==> config.mk <==
export PLATFORM = sky130hd
export DESIGN_NAME = bbox_top
export DESIGN_NICKNAME = d
export VERILOG_FILES = /design/src/bbox_pkg.sv /design/src/axis_bound.sv /design/src/bbox_output_stage.sv /design/src/bbox_top.sv /design/src/facing_test.sv /design/src/tri_setup.sv
export VERILOG_INCLUDE_DIRS = /design/src
export SDC_FILE = /design/constraint.sdc
export NUM_CORES = 2
export LEC_CHECK = 0
export BUFFER_PORTS_ARGS = -buffer_cell sky130_fd_sc_hd__buf_4
export CORE_ASPECT_RATIO = 1.5
export CORE_MARGIN = 2
export CORE_UTILIZATION = 55
export DETAILED_ROUTE_END_ITERATION = 6
export PLACE_DENSITY = 0.85
export SYNTH_ARGS = -nofsm -noshare
export SYNTH_HDL_FRONTEND = slang
export SYNTH_SLANG_ARGS = --single-unit
==> constraint.sdc <==
create_clock -name clk -period 43 [get_ports clk]
set_input_delay 6.45 -clock clk [delete_from_list [all_inputs] [get_ports clk]]
set_output_delay 6.45 -clock clk [all_outputs]
set_load 0.01 [all_outputs]
==> src/bbox_macros.svh <==
// Width and geometry constants for the bounding-box pipeline
// Include in any file that sizes coordinates, vertices or the sample setting
`ifndef BBOX_MACROS_SVH
`define BBOX_MACROS_SVH

// Total bits of one signed fixed-point coordinate
`define BB_SIGFIG 24

// Fraction bits, one pixel spans 1 << BB_RADIX units
`define BB_RADIX 10

// Vertices per triangle
`define BB_VERTS 3

// Screen axes handled, x first then y
`define BB_AXES 2

// Width of the one-hot MSAA setting
`define BB_MSAA_W 4

`endif

==> src/bbox_pkg.sv <==
// Shared data types for the bounding-box pipeline
// Modules import this inside their body and name types with bbox_pkg:: in port lists
`include "bbox_macros.svh"

package bbox_pkg;

    // Signed fixed-point coordinate
    // Upper bits hold the integer part, low BB_RADIX bits the fraction
    typedef logic signed [`BB_SIGFIG-1:0] coord_t;

    // Full-precision cross-product term, wide enough for coord_t * coord_t
    typedef logic signed [2*`BB_SIGFIG-1:0] product_t;

    // One-hot sample setting
    // 1000 gives 1 sample per pixel, grid step 1024
    // 0100 gives 4 samples, step 512
    // 0010 gives 16 samples, step 256
    // 0001 gives 64 samples, step 128
    typedef logic [`BB_MSAA_W-1:0] msaa_t;

endpackage

==> src/axis_bound.sv <==
// Per-axis bound unit that takes min and max over three vertices, floors and clips them
// One instance per screen axis feeds its registered box to the output stage
`timescale 1ns/1ps
`include "bbox_macros.svh"

module axis_bound (
    input  logic             clk,
    input  logic             rst_n,
    input  logic             stage_en,
    input  bbox_pkg::coord_t c_0,
    input  bbox_pkg::coord_t c_1,
    input  bbox_pkg::coord_t c_2,
    input  bbox_pkg::coord_t limit,
    input  bbox_pkg::msaa_t  msaa,
    output bbox_pkg::coord_t lo,
    output bbox_pkg::coord_t hi,
    output logic             off_screen,
    output bbox_pkg::coord_t d_0,
    output bbox_pkg::coord_t d_1,
    output bbox_pkg::coord_t d_2
);
    import bbox_pkg::*;

    logic [2:0]           lo_sel;
    logic [2:0]           hi_sel;
    coord_t               lo_raw;
    coord_t               hi_raw;
    logic [`BB_RADIX:0]   step_frac;
    coord_t               step;
    coord_t               floor_mask;
    coord_t               lo_rnd;
    coord_t               hi_rnd;
    logic                 off_next;

    // One-hot picks from pairwise compares where a tie goes to the later vertex
    assign lo_sel[0] = (c_0 < c_1) && (c_0 < c_2);
    assign lo_sel[1] = (c_1 <= c_0) && (c_1 < c_2);
    assign lo_sel[2] = (c_2 <= c_0) && (c_2 <= c_1);
    assign hi_sel[0] = (c_0 > c_1) && (c_0 > c_2);
    assign hi_sel[1] = (c_1 >= c_0) && (c_1 > c_2);
    assign hi_sel[2] = (c_2 >= c_0) && (c_2 >= c_1);

    // AND-OR mux on the one-hot selects
    assign lo_raw = ({`BB_SIGFIG{lo_sel[0]}} & c_0) |
                    ({`BB_SIGFIG{lo_sel[1]}} & c_1) |
                    ({`BB_SIGFIG{lo_sel[2]}} & c_2);
    assign hi_raw = ({`BB_SIGFIG{hi_sel[0]}} & c_0) |
                    ({`BB_SIGFIG{hi_sel[1]}} & c_1) |
                    ({`BB_SIGFIG{hi_sel[2]}} & c_2);

    // Grid step taken straight from the one-hot setting
    // 1000 gives 1024 and 0001 gives 128
    assign step_frac  = {msaa, {(`BB_RADIX - `BB_MSAA_W + 1){1'b0}}};
    assign step       = coord_t'(step_frac);
    assign floor_mask = ~(step - coord_t'(1));

    // Masking floors toward minus infinity for negatives too
    assign lo_rnd = lo_raw & floor_mask;
    assign hi_rnd = hi_raw & floor_mask;

    // Box lies wholly beyond one side of the screen on this axis
    assign off_next = (lo_rnd > limit) || (hi_rnd < 0);

    always_ff @(posedge clk or negedge rst_n) begin
        if (!rst_n) begin
            off_screen <= 1'b0;
        end else if (stage_en) begin
            off_screen <= off_next;
        end
    end

    // Clipped box and delayed vertices
    always_ff @(posedge clk) begin
        if (stage_en) begin
            lo  <= (lo_rnd < 0) ? '0 : lo_rnd;
            hi  <= (hi_rnd > limit) ? limit : hi_rnd;
            d_0 <= c_0;
            d_1 <= c_1;
            d_2 <= c_2;
        end
    end

    // Selects must each name exactly one vertex
    a_sel_onehot: assert property (@(posedge clk) disable iff (!rst_n)
        $onehot(lo_sel) && $onehot(hi_sel));

    // Min/max pick is consistent
    a_raw_order: assert property (@(posedge clk) disable iff (!rst_n)
        !(hi_raw < lo_raw));

    // Floor never moves a bound by a full grid step or more
    a_floor_err: assert property (@(posedge clk) disable iff (!rst_n)
        ((lo_raw - lo_rnd) < step) && ((hi_raw - hi_rnd) < step));

endmodule

==> src/bbox_output_stage.sv <==
// Last pipeline stage, merges the reject flags into out_valid and holds results
// Also owns the shared enable that freezes the pipe on halt
`timescale 1ns/1ps
`include "bbox_macros.svh"

module bbox_output_stage (
    input  logic             clk,
    input  logic             rst_n,
    input  logic             halt,
    input  logic             s2_valid,
    input  logic             backfacing,
    input  logic             off_x,
    input  logic             off_y,
    input  bbox_pkg::coord_t lo_x,
    input  bbox_pkg::coord_t hi_x,
    input  bbox_pkg::coord_t lo_y,
    input  bbox_pkg::coord_t hi_y,
    input  bbox_pkg::coord_t dx_0,
    input  bbox_pkg::coord_t dx_1,
    input  bbox_pkg::coord_t dx_2,
    input  bbox_pkg::coord_t dy_0,
    input  bbox_pkg::coord_t dy_1,
    input  bbox_pkg::coord_t dy_2,
    output logic             stage_en,
    output logic             out_valid,
    output bbox_pkg::coord_t box_ll_x,
    output bbox_pkg::coord_t box_ll_y,
    output bbox_pkg::coord_t box_ur_x,
    output bbox_pkg::coord_t box_ur_y,
    output bbox_pkg::coord_t out_v0_x,
    output bbox_pkg::coord_t out_v0_y,
    output bbox_pkg::coord_t out_v1_x,
    output bbox_pkg::coord_t out_v1_y,
    output bbox_pkg::coord_t out_v2_x,
    output bbox_pkg::coord_t out_v2_y
);
    import bbox_pkg::*;

    logic keep;

    // Only a real triangle on screen and front-facing survives
    assign keep = s2_valid && !backfacing && !off_x && !off_y;

    // Freeze only when a valid result is being held,
    // a bubble at the output never blocks the pipe
    assign stage_en = !halt || !out_valid;

    always_ff @(posedge clk or negedge rst_n) begin
        if (!rst_n) begin
            out_valid <= 1'b0;
        end else if (stage_en) begin
            out_valid <= keep;
        end
    end

    always_ff @(posedge clk) begin
        if (stage_en) begin
            box_ll_x <= lo_x;
            box_ll_y <= lo_y;
            box_ur_x <= hi_x;
            box_ur_y <= hi_y;
            out_v0_x <= dx_0;
            out_v1_x <= dx_1;
            out_v2_x <= dx_2;
            out_v0_y <= dy_0;
            out_v1_y <= dy_1;
            out_v2_y <= dy_2;
        end
    end

    // Kept boxes are never inverted after clipping
    a_box_order: assert property (@(posedge clk) disable iff (!rst_n)
        out_valid |-> (box_ll_x <= box_ur_x) && (box_ll_y <= box_ur_y));

    // Held result stays put until downstream takes it
    a_hold: assert property (@(posedge clk) disable iff (!rst_n)
        (out_valid && halt) |=> out_valid
            && $stable(box_ll_x) && $stable(box_ll_y)
            && $stable(box_ur_x) && $stable(box_ur_y)
            && $stable(out_v0_x) && $stable(out_v0_y)
            && $stable(out_v1_x) && $stable(out_v1_y)
            && $stable(out_v2_x) && $stable(out_v2_y));

endmodule

==> src/bbox_top.sv <==
// Bounding-box stage top, three cycles from accepted triangle to output
// Setup, then per-axis bounds with the facing test in parallel, then output
`timescale 1ns/1ps
`include "bbox_macros.svh"

module bbox_top (
    input  logic             clk,
    input  logic             rst_n,
    input  bbox_pkg::coord_t v0_x,
    input  bbox_pkg::coord_t v0_y,
    input  bbox_pkg::coord_t v1_x,
    input  bbox_pkg::coord_t v1_y,
    input  bbox_pkg::coord_t v2_x,
    input  bbox_pkg::coord_t v2_y,
    input  logic             in_valid,
    output logic             in_ready,
    input  bbox_pkg::coord_t screen_w,
    input  bbox_pkg::coord_t screen_h,
    input  bbox_pkg::msaa_t  msaa,
    input  logic             halt,
    output logic             out_valid,
    output bbox_pkg::coord_t box_ll_x,
    output bbox_pkg::coord_t box_ll_y,
    output bbox_pkg::coord_t box_ur_x,
    output bbox_pkg::coord_t box_ur_y,
    output bbox_pkg::coord_t out_v0_x,
    output bbox_pkg::coord_t out_v0_y,
    output bbox_pkg::coord_t out_v1_x,
    output bbox_pkg::coord_t out_v1_y,
    output bbox_pkg::coord_t out_v2_x,
    output bbox_pkg::coord_t out_v2_y
);
    import bbox_pkg::*;

    logic   stage_en;
    logic   s1_valid;
    logic   s2_valid;
    logic   backfacing;
    coord_t ax;
    coord_t ay;
    coord_t bx;
    coord_t by;

    // Per-axis buses, index 0 is x and index 1 is y
    coord_t axis_c     [`BB_AXES][`BB_VERTS];
    coord_t axis_d     [`BB_AXES][`BB_VERTS];
    coord_t axis_limit [`BB_AXES];
    coord_t axis_lo    [`BB_AXES];
    coord_t axis_hi    [`BB_AXES];
    logic   axis_off   [`BB_AXES];

    // Upstream may hand over a triangle whenever the pipe advances
    assign in_ready = stage_en;

    assign axis_limit[0] = screen_w;
    assign axis_limit[1] = screen_h;

    tri_setup u_setup (
        .clk      (clk),
        .rst_n    (rst_n),
        .stage_en (stage_en),
        .v0_x     (v0_x),
        .v0_y     (v0_y),
        .v1_x     (v1_x),
        .v1_y     (v1_y),
        .v2_x     (v2_x),
        .v2_y     (v2_y),
        .in_valid (in_valid),
        .x_0      (axis_c[0][0]),
        .x_1      (axis_c[0][1]),
        .x_2      (axis_c[0][2]),
        .y_0      (axis_c[1][0]),
        .y_1      (axis_c[1][1]),
        .y_2      (axis_c[1][2]),
        .s1_valid (s1_valid),
        .ax       (ax),
        .ay       (ay),
        .bx       (bx),
        .by       (by)
    );

    for (genvar k = 0; k < `BB_AXES; k++) begin : g_axis
        axis_bound u_bound (
            .clk        (clk),
            .rst_n      (rst_n),
            .stage_en   (stage_en),
            .c_0        (axis_c[k][0]),
            .c_1        (axis_c[k][1]),
            .c_2        (axis_c[k][2]),
            .limit      (axis_limit[k]),
            .msaa       (msaa),
            .lo         (axis_lo[k]),
            .hi         (axis_hi[k]),
            .off_screen (axis_off[k]),
            .d_0        (axis_d[k][0]),
            .d_1        (axis_d[k][1]),
            .d_2        (axis_d[k][2])
        );
    end

    facing_test u_facing (
        .clk        (clk),
        .rst_n      (rst_n),
        .stage_en   (stage_en),
        .ax         (ax),
        .ay         (ay),
        .bx         (bx),
        .by         (by),
        .s1_valid   (s1_valid),
        .s2_valid   (s2_valid),
        .backfacing (backfacing)
    );

    bbox_output_stage u_out (
        .clk        (clk),
        .rst_n      (rst_n),
        .halt       (halt),
        .s2_valid   (s2_valid),
        .backfacing (backfacing),
        .off_x      (axis_off[0]),
        .off_y      (axis_off[1]),
        .lo_x       (axis_lo[0]),
        .hi_x       (axis_hi[0]),
        .lo_y       (axis_lo[1]),
        .hi_y       (axis_hi[1]),
        .dx_0       (axis_d[0][0]),
        .dx_1       (axis_d[0][1]),
        .dx_2       (axis_d[0][2]),
        .dy_0       (axis_d[1][0]),
        .dy_1       (axis_d[1][1]),
        .dy_2       (axis_d[1][2]),
        .stage_en   (stage_en),
        .out_valid  (out_valid),
        .box_ll_x   (box_ll_x),
        .box_ll_y   (box_ll_y),
        .box_ur_x   (box_ur_x),
        .box_ur_y   (box_ur_y),
        .out_v0_x   (out_v0_x),
        .out_v0_y   (out_v0_y),
        .out_v1_x   (out_v1_x),
        .out_v1_y   (out_v1_y),
        .out_v2_x   (out_v2_x),
        .out_v2_y   (out_v2_y)
    );

endmodule

==> src/facing_test.sv <==
// Winding test, registers the two cross-product terms alongside the valid flag
// The subtraction after the register gives the back-facing flag
`timescale 1ns/1ps
`include "bbox_macros.svh"

module facing_test (
    input  logic             clk,
    input  logic             rst_n,
    input  logic             stage_en,
    input  bbox_pkg::coord_t ax,
    input  bbox_pkg::coord_t ay,
    input  bbox_pkg::coord_t bx,
    input  bbox_pkg::coord_t by,
    input  logic             s1_valid,
    output logic             s2_valid,
    output logic             backfacing
);
    import bbox_pkg::*;

    product_t prod_l;
    product_t prod_r;
    product_t cross_z;

    // Valid flag tracks the bound units, same latency
    always_ff @(posedge clk or negedge rst_n) begin
        if (!rst_n) begin
            s2_valid <= 1'b0;
        end else if (stage_en) begin
            s2_valid <= s1_valid;
        end
    end

    // Full-width signed products of the edge components
    always_ff @(posedge clk) begin
        if (stage_en) begin
            prod_l <= product_t'(ax) * product_t'(by);
            prod_r <= product_t'(ay) * product_t'(bx);
        end
    end

    // z of A x B, no overflow since each term stays under 2^(2*SIGFIG-2)
    assign cross_z = prod_l - prod_r;

    // Positive z means clockwise, which this raster treats as back-facing
    assign backfacing = (cross_z > 0);

endmodule

==> src/tri_setup.sv <==
// First pipeline stage, captures an incoming triangle and its edge vectors
// Feeds the per-axis bound units and the facing test
`timescale 1ns/1ps
`include "bbox_macros.svh"

module tri_setup (
    input  logic             clk,
    input  logic             rst_n,
    input  logic             stage_en,
    input  bbox_pkg::coord_t v0_x,
    input  bbox_pkg::coord_t v0_y,
    input  bbox_pkg::coord_t v1_x,
    input  bbox_pkg::coord_t v1_y,
    input  bbox_pkg::coord_t v2_x,
    input  bbox_pkg::coord_t v2_y,
    input  logic             in_valid,
    output bbox_pkg::coord_t x_0,
    output bbox_pkg::coord_t x_1,
    output bbox_pkg::coord_t x_2,
    output bbox_pkg::coord_t y_0,
    output bbox_pkg::coord_t y_1,
    output bbox_pkg::coord_t y_2,
    output logic             s1_valid,
    output bbox_pkg::coord_t ax,
    output bbox_pkg::coord_t ay,
    output bbox_pkg::coord_t bx,
    output bbox_pkg::coord_t by
);
    import bbox_pkg::*;

    // Edge vectors relative to vertex 0
    // A = v1 - v0, B = v2 - v0
    coord_t edge_ax;
    coord_t edge_ay;
    coord_t edge_bx;
    coord_t edge_by;

    assign edge_ax = v1_x - v0_x;
    assign edge_ay = v1_y - v0_y;
    assign edge_bx = v2_x - v0_x;
    assign edge_by = v2_y - v0_y;

    // Valid flag, bubbles also advance whenever the pipe moves
    always_ff @(posedge clk or negedge rst_n) begin
        if (!rst_n) begin
            s1_valid <= 1'b0;
        end else if (stage_en) begin
            s1_valid <= in_valid;
        end
    end

    // Vertex and edge payload
    // Subtraction done here so the multiply gets a full cycle next stage
    always_ff @(posedge clk) begin
        if (stage_en) begin
            x_0 <= v0_x;
            x_1 <= v1_x;
            x_2 <= v2_x;
            y_0 <= v0_y;
            y_1 <= v1_y;
            y_2 <= v2_y;
            ax  <= edge_ax;
            ay  <= edge_ay;
            bx  <= edge_bx;
            by  <= edge_by;
        end
    end

endmodule
==> Yosys cells after proc, flatten, opt, wreduce, memory -nomap -nowiden <==
Index checks and enable logic that the tools add are counted.
W data, S select, Z words.
{ "totals": {"wordCells": 128, "mem_bits_rw": 0, "latch_bits": 0, "rom_bits": 0, "n_memories": 0, "in_bits": 200, "reg_bits": 821, "output_inout_bits": 242} }
{ "classes": {"shift": 0, "n_bitwise": 25, "reduce_logical": 23, "muxes": 2, "eq_ne": 0, "n_lt_le_gt_ge": 33, "mul": 2, "n_addsub": 6, "div_mod_pow": 0} }
{ "op_table": {"columns": ["op", "count"], "rows": [
  ["$and A24 B24 Y24", 16],
  ["$gt A24 B24 Y1", 10],
  ["$or A24 B24 Y24", 8],
  ["$ge A24 B24 Y1", 6],
  ["$le A24 B24 Y1", 6],
  ["$lt A24 B24 Y1", 6],
  ["$lt A24 B1 Y1 const B", 4],
  ["$mul A24 B24 Y48", 2],
  ["$sub A24 B24 Y24", 4],
  ["$gt A48 B1 Y1 const B", 1],
  ["$mux W24", 2],
  ["$sub A48 B48 Y48", 1],
  ["$not A24 Y24", 1],
  ["$logic_and A1 B1 Y1", 15],
  ["$sub A11 B1 Y12 const B", 1],
  ["$logic_not A1 Y1", 5],
  ["$logic_or A1 B1 Y1", 3]
]} }

==> Longest topological paths before layout <==
{ "logic_depth": {"word_depth": 8, "depth_mapped": 32, "mapped_depth_nobuf": 29} }

==> Cells and area by module <==
From an unflattened synthesis, not the netlist that was laid out.
{ "hier_totals": {"hier_cells": 7582, "area_unflattened_um2": 81755.9} }
{ "by_module_without_submodules": {"columns": ["module", "area_per_inst_um2", "cells_each", "instances", "seq_area_each_um2"], "rows": [
  ["facing_test", 48066.1, 5117, 1, 2907.8],
  ["tri_setup", 12004.0, 939, 1, 7231.9],
  ["bbox_output_stage", 7255.7, 244, 1, 7231.9],
  ["axis_bound at g_axis[0].u_bound", 7253.2, 654, 1, 3418.3],
  ["axis_bound at g_axis[1].u_bound", 7176.9, 628, 1, 3418.3]
]} }

==> Least setup slack after synthesis <==
OpenSTA, ideal clock, no wires.
{ "synth_timing": {"kind": "input -> output", "start": "input halt", "end": "output in_ready", "setup_slack_ns": 13.496, "stages": 1, "path_buffers": 0, "arrival_ns": 23.054, "path_cell_list": "nand2_1"} }
{ "synth_between": {"elab_chain_cells": 2} }
{ "synth_lines": {"columns": ["element", "line", "rtl"], "rows": [
  ["from (decl)", "bbox_top.sv:20", "input logic halt,"],
  ["$logic_not A1 Y1", "bbox_output_stage.sv:46", "assign stage_en = !halt || !out_valid;"],
  ["$logic_or A1 B1 Y1", "bbox_output_stage.sv:46", null],
  ["to (decl)", "bbox_top.sv:16", "output logic in_ready,"]
]} }
Every way passes these cells.

==> Worst setup path after layout <==
Same ends and word-level chain as after synthesis.

==> impl_metrics.json <==
{
  "outcome": "finished with violations",
  "violations": "design-rule violations",
  "grt_antenna_before_repair": 31,
  "dp.cells": 9585,
  "synth.top_cell.area_share_pct": 30.4,
  "cap_violations": 0,
  "finalCritPeriodShare_pct": 31.5,
  "max_stage_delay_ps": 260,
  "grt_pass1_vias": 62500,
  "ctsHoldBuffers": 0,
  "cpMostUsedCell": "buf_4",
  "startpoint": "halt",
  "dieArea_mm2": 0.149,
  "grt_max_degree": 181,
  "pin_count": 442,
  "hold_slack_ps": 409,
  "worstRegToRegCells": 27,
  "rrSetupSlack_ps": 34230,
  "path_depth": 3,
  "drc_errors": 9,
  "nets": 9796,
  "crit_path_top_delay_cell": "nand2_4",
  "max_slew_margin_pct": 12.2,
  "endpoint_kind": "output port",
  "final_layout_size_suffix_gt1_share_pct": 8.41,
  "cp_num_buf_inv": 2,
  "via_per_inst": 5.85,
  "fmax_ghz": 0.0738,
  "yosys_warnings": 0,
  "clock-sinks": 793,
  "track_usage_pct": 30.5,
  "ys_async_sr_fraction_pct": 0.631,
  "rsz0062_at_grt": "no",
  "fin_crit_ps": 13550,
  "hp-class": "flop to flop",
  "syn_area_per_cell_um2": 10.8,
  "wl_per_cell_um": 22.8,
  "rr_startpoint": "u_setup.bx[0]",
  "cp-endpoint": "in_ready",
  "timing.rr.end": "u_facing.prod_r[46]",
  "critPathRequiredTime_ps": 36550,
  "dp_hpwl_um": 179000,
  "clk_latency_ps": 700,
  "tns_ps": 0,
  "die_w_um": 316,
  "netlist_instances": 7432,
  "synth-seq-area-share_pct": 29.6,
  "die_height_um": 472,
  "ant_nets": 0,
  "dpl_cell_area_mm2": 0.0854,
  "cp_max_fo": 16,
  "cp_data_arrival_time_ps": 7100,
  "crit_path_start_kind": "input pin",
  "wirelength_um": 222000,
  "routabilityCongestion": 0.994,
  "grt-ovfl-total": 0,
  "drt_iter0_markers": 4758,
  "clockBufferDepth": 3,
  "hold_viol": 0,
  "root_buffer": "clkbuf_16",
  "first_pass_iters": 7,
  "cts_tree": "built",
  "via_count": 57000,
  "clock_skew_ps": 42.8,
  "grt_pass1_wl_um": 345000,
  "syn_to_final_growth_pct": 9.47,
  "maxSlewViolCount": 0,
  "synthTopCellsByArea": "fa_1 30%, edfxtp_1 29%, ha_1 9.7%",
  "io_buffers": 427,
  "coreArea_mm2": 0.145,
  "multi_input_area_mm2": 0.0499,
  "worst-setup-path-type": "input pin to output port",
  "setup_viol": 0,
  "cts_buffers": 73,
  "synth_edf_count": 788,
  "path_cells": "buf_4 -> nand2_4 -> buf_4",
  "post_cts_buffers": 0,
  "yosys.area.top_type": "fa_1",
  "clk_pin_slew_ps": 70,
  "cts_resized": 0,
  "crit_family": "buffers and inverters",
  "synth-seq-cells": 793,
  "final_area_mm2": 0.0878,
  "synth.distinct_cells": 93,
  "std_cell_rows": 171,
  "final_cells": 9745,
  "initial_core_util_pct": 55.4,
  "synthesis.area_mm2": 0.0802,
  "worst_pin_slew_ps": 1320,
  "nFillCells": 11100,
  "cts_max_level": 3,
  "ff_latch_area_mm2": 0.0238,
  "ys.flop_type": "edfxtp_1"
}
==> area by class of cell <==
cell class / count / area share, %
clock inverters: 49 / 0.617
flip-flops and latches: 793 / 27.1
well taps: 1903 / 2.71
diodes: 29 / 0.0826
multi-input cells: 4911 / 56.8
clock buffers: 82 / 2.12
repair buffers: 487 / 4.18
inverters: 1491 / 6.37
==> routing by layer <==
metal	wire length [µm]	vias to the layer above	track usage (%)	part of all wire, %
li1	-	24500	-	-
met1	71600	28600	32.8	32
met2	113000	2944	53.2	51
met3	16900	1031	5.17	7.6
met4	20200	6	23.2	9.1
met5	31	-	0	0.014
==> cell usage after synthesis (all sizes together) (76+ instances only) <==
| cell type | n |
|---|---|
| a21o | 138 |
| a21oi | 209 |
| and2 | 569 |
| clkbuf | 220 |
| edfxtp | 788 |
| fa | 1219 |
| ha | 620 |
| inv | 1490 |
| nand2 | 694 |
| nand3 | 78 |
| nand4 | 76 |
| nor2 | 269 |
| o21ai | 159 |
| xnor2 | 151 |
==> stage by stage <==
| step | setup WS, ps | util (%) |
|---|---|---|
| final | 29450 | 60.6 |
| after global routing | 29450 | 60.6 |
| after CTS | 29450 | 60.6 |
| after detailed placement | 29450 | 58.9 |
| after global placement | 29460 | 58.9 |
| after floorplan | 13500 | - |
==> worst min path at each step <==
stage,from,end,slack (ps),cells past startpoint
2_1_floorplan,g_axis[0].u_bound.lo[10],u_out.box_ll_x[10],400,0
4_1_cts,g_axis[1].u_bound.d_0[23],u_out.out_v0_y[23],410,0
5_1_grt,g_axis[1].u_bound.d_0[23],u_out.out_v0_y[23],420,0
3_5_place_dp,g_axis[1].u_bound.lo[14],u_out.box_ll_y[14],400,0
6_report,g_axis[0].u_bound.d_2[2],u_out.out_v2_x[2],410,0
3_3_place_gp,g_axis[1].u_bound.d_0[22],u_out.out_v0_y[22],400,0
==> cells by family (layout without fill, tap and decap cells) <==
family                   count (synthesis)  count (layout)  share of synthesized area [%]
other                                    1              45                        0.00467
buffers and inverters                 1743            2109                           8.25
AO/OA/AOI/OAI                          864             864                           7.34
adder cells (fa/ha/maj)               1839            1839                           40.1
multiplexers                            24              24                          0.331
AND/OR/NAND/NOR                       1965            1965                           12.1
XOR/XNOR                               203             203                           2.22
flip-flops                             793             793                           29.6
==> cell usage in the layout, fill, tap and decap left out, drive strengths merged, types with 159 or more instances in the layout <==
master  count
fa       1219
buf       487
and2      569
ha        620
o21ai     159
a21oi     209
nand2     694
inv      1497
edfxtp    788
nor2      269
==> worst register-to-register path: stages, from the launching register on <==
cell and delay, ps:
edfxtp_1 960, nand2_1 220, inv_1 200, fa_1 550
fa_1 790, inv_1 250, fa_1 530, inv_1 50
fa_1 490, fa_1 530, fa_1 510, inv_1 50
fa_1 480, inv_1 40, ha_1 350, a21o_1 220
a21o_1 180, a21o_1 170, a21o_1 180, a21o_1 170
a21oi_1 240, o31a_1 170, o21ai_0 180, a41oi_1 390
a21oi_1 160, a21o_1 210, a21oi_1 170, xnor2_1 110
==> state kept, by name, indices dropped and copies added, names as in the netlist, 34 cells and up <==
name	flops
g_axis.u_bound.d_2	48
g_axis.u_bound.lo	34
u_facing.prod_l	48
u_facing.prod_r	48
g_axis.u_bound.hi	48
g_axis.u_bound.d_1	48
g_axis.u_bound.d_0	48
Power is not shown: default switching activity piles up to over one toggle a cycle in this logic, so the estimate is an artifact.
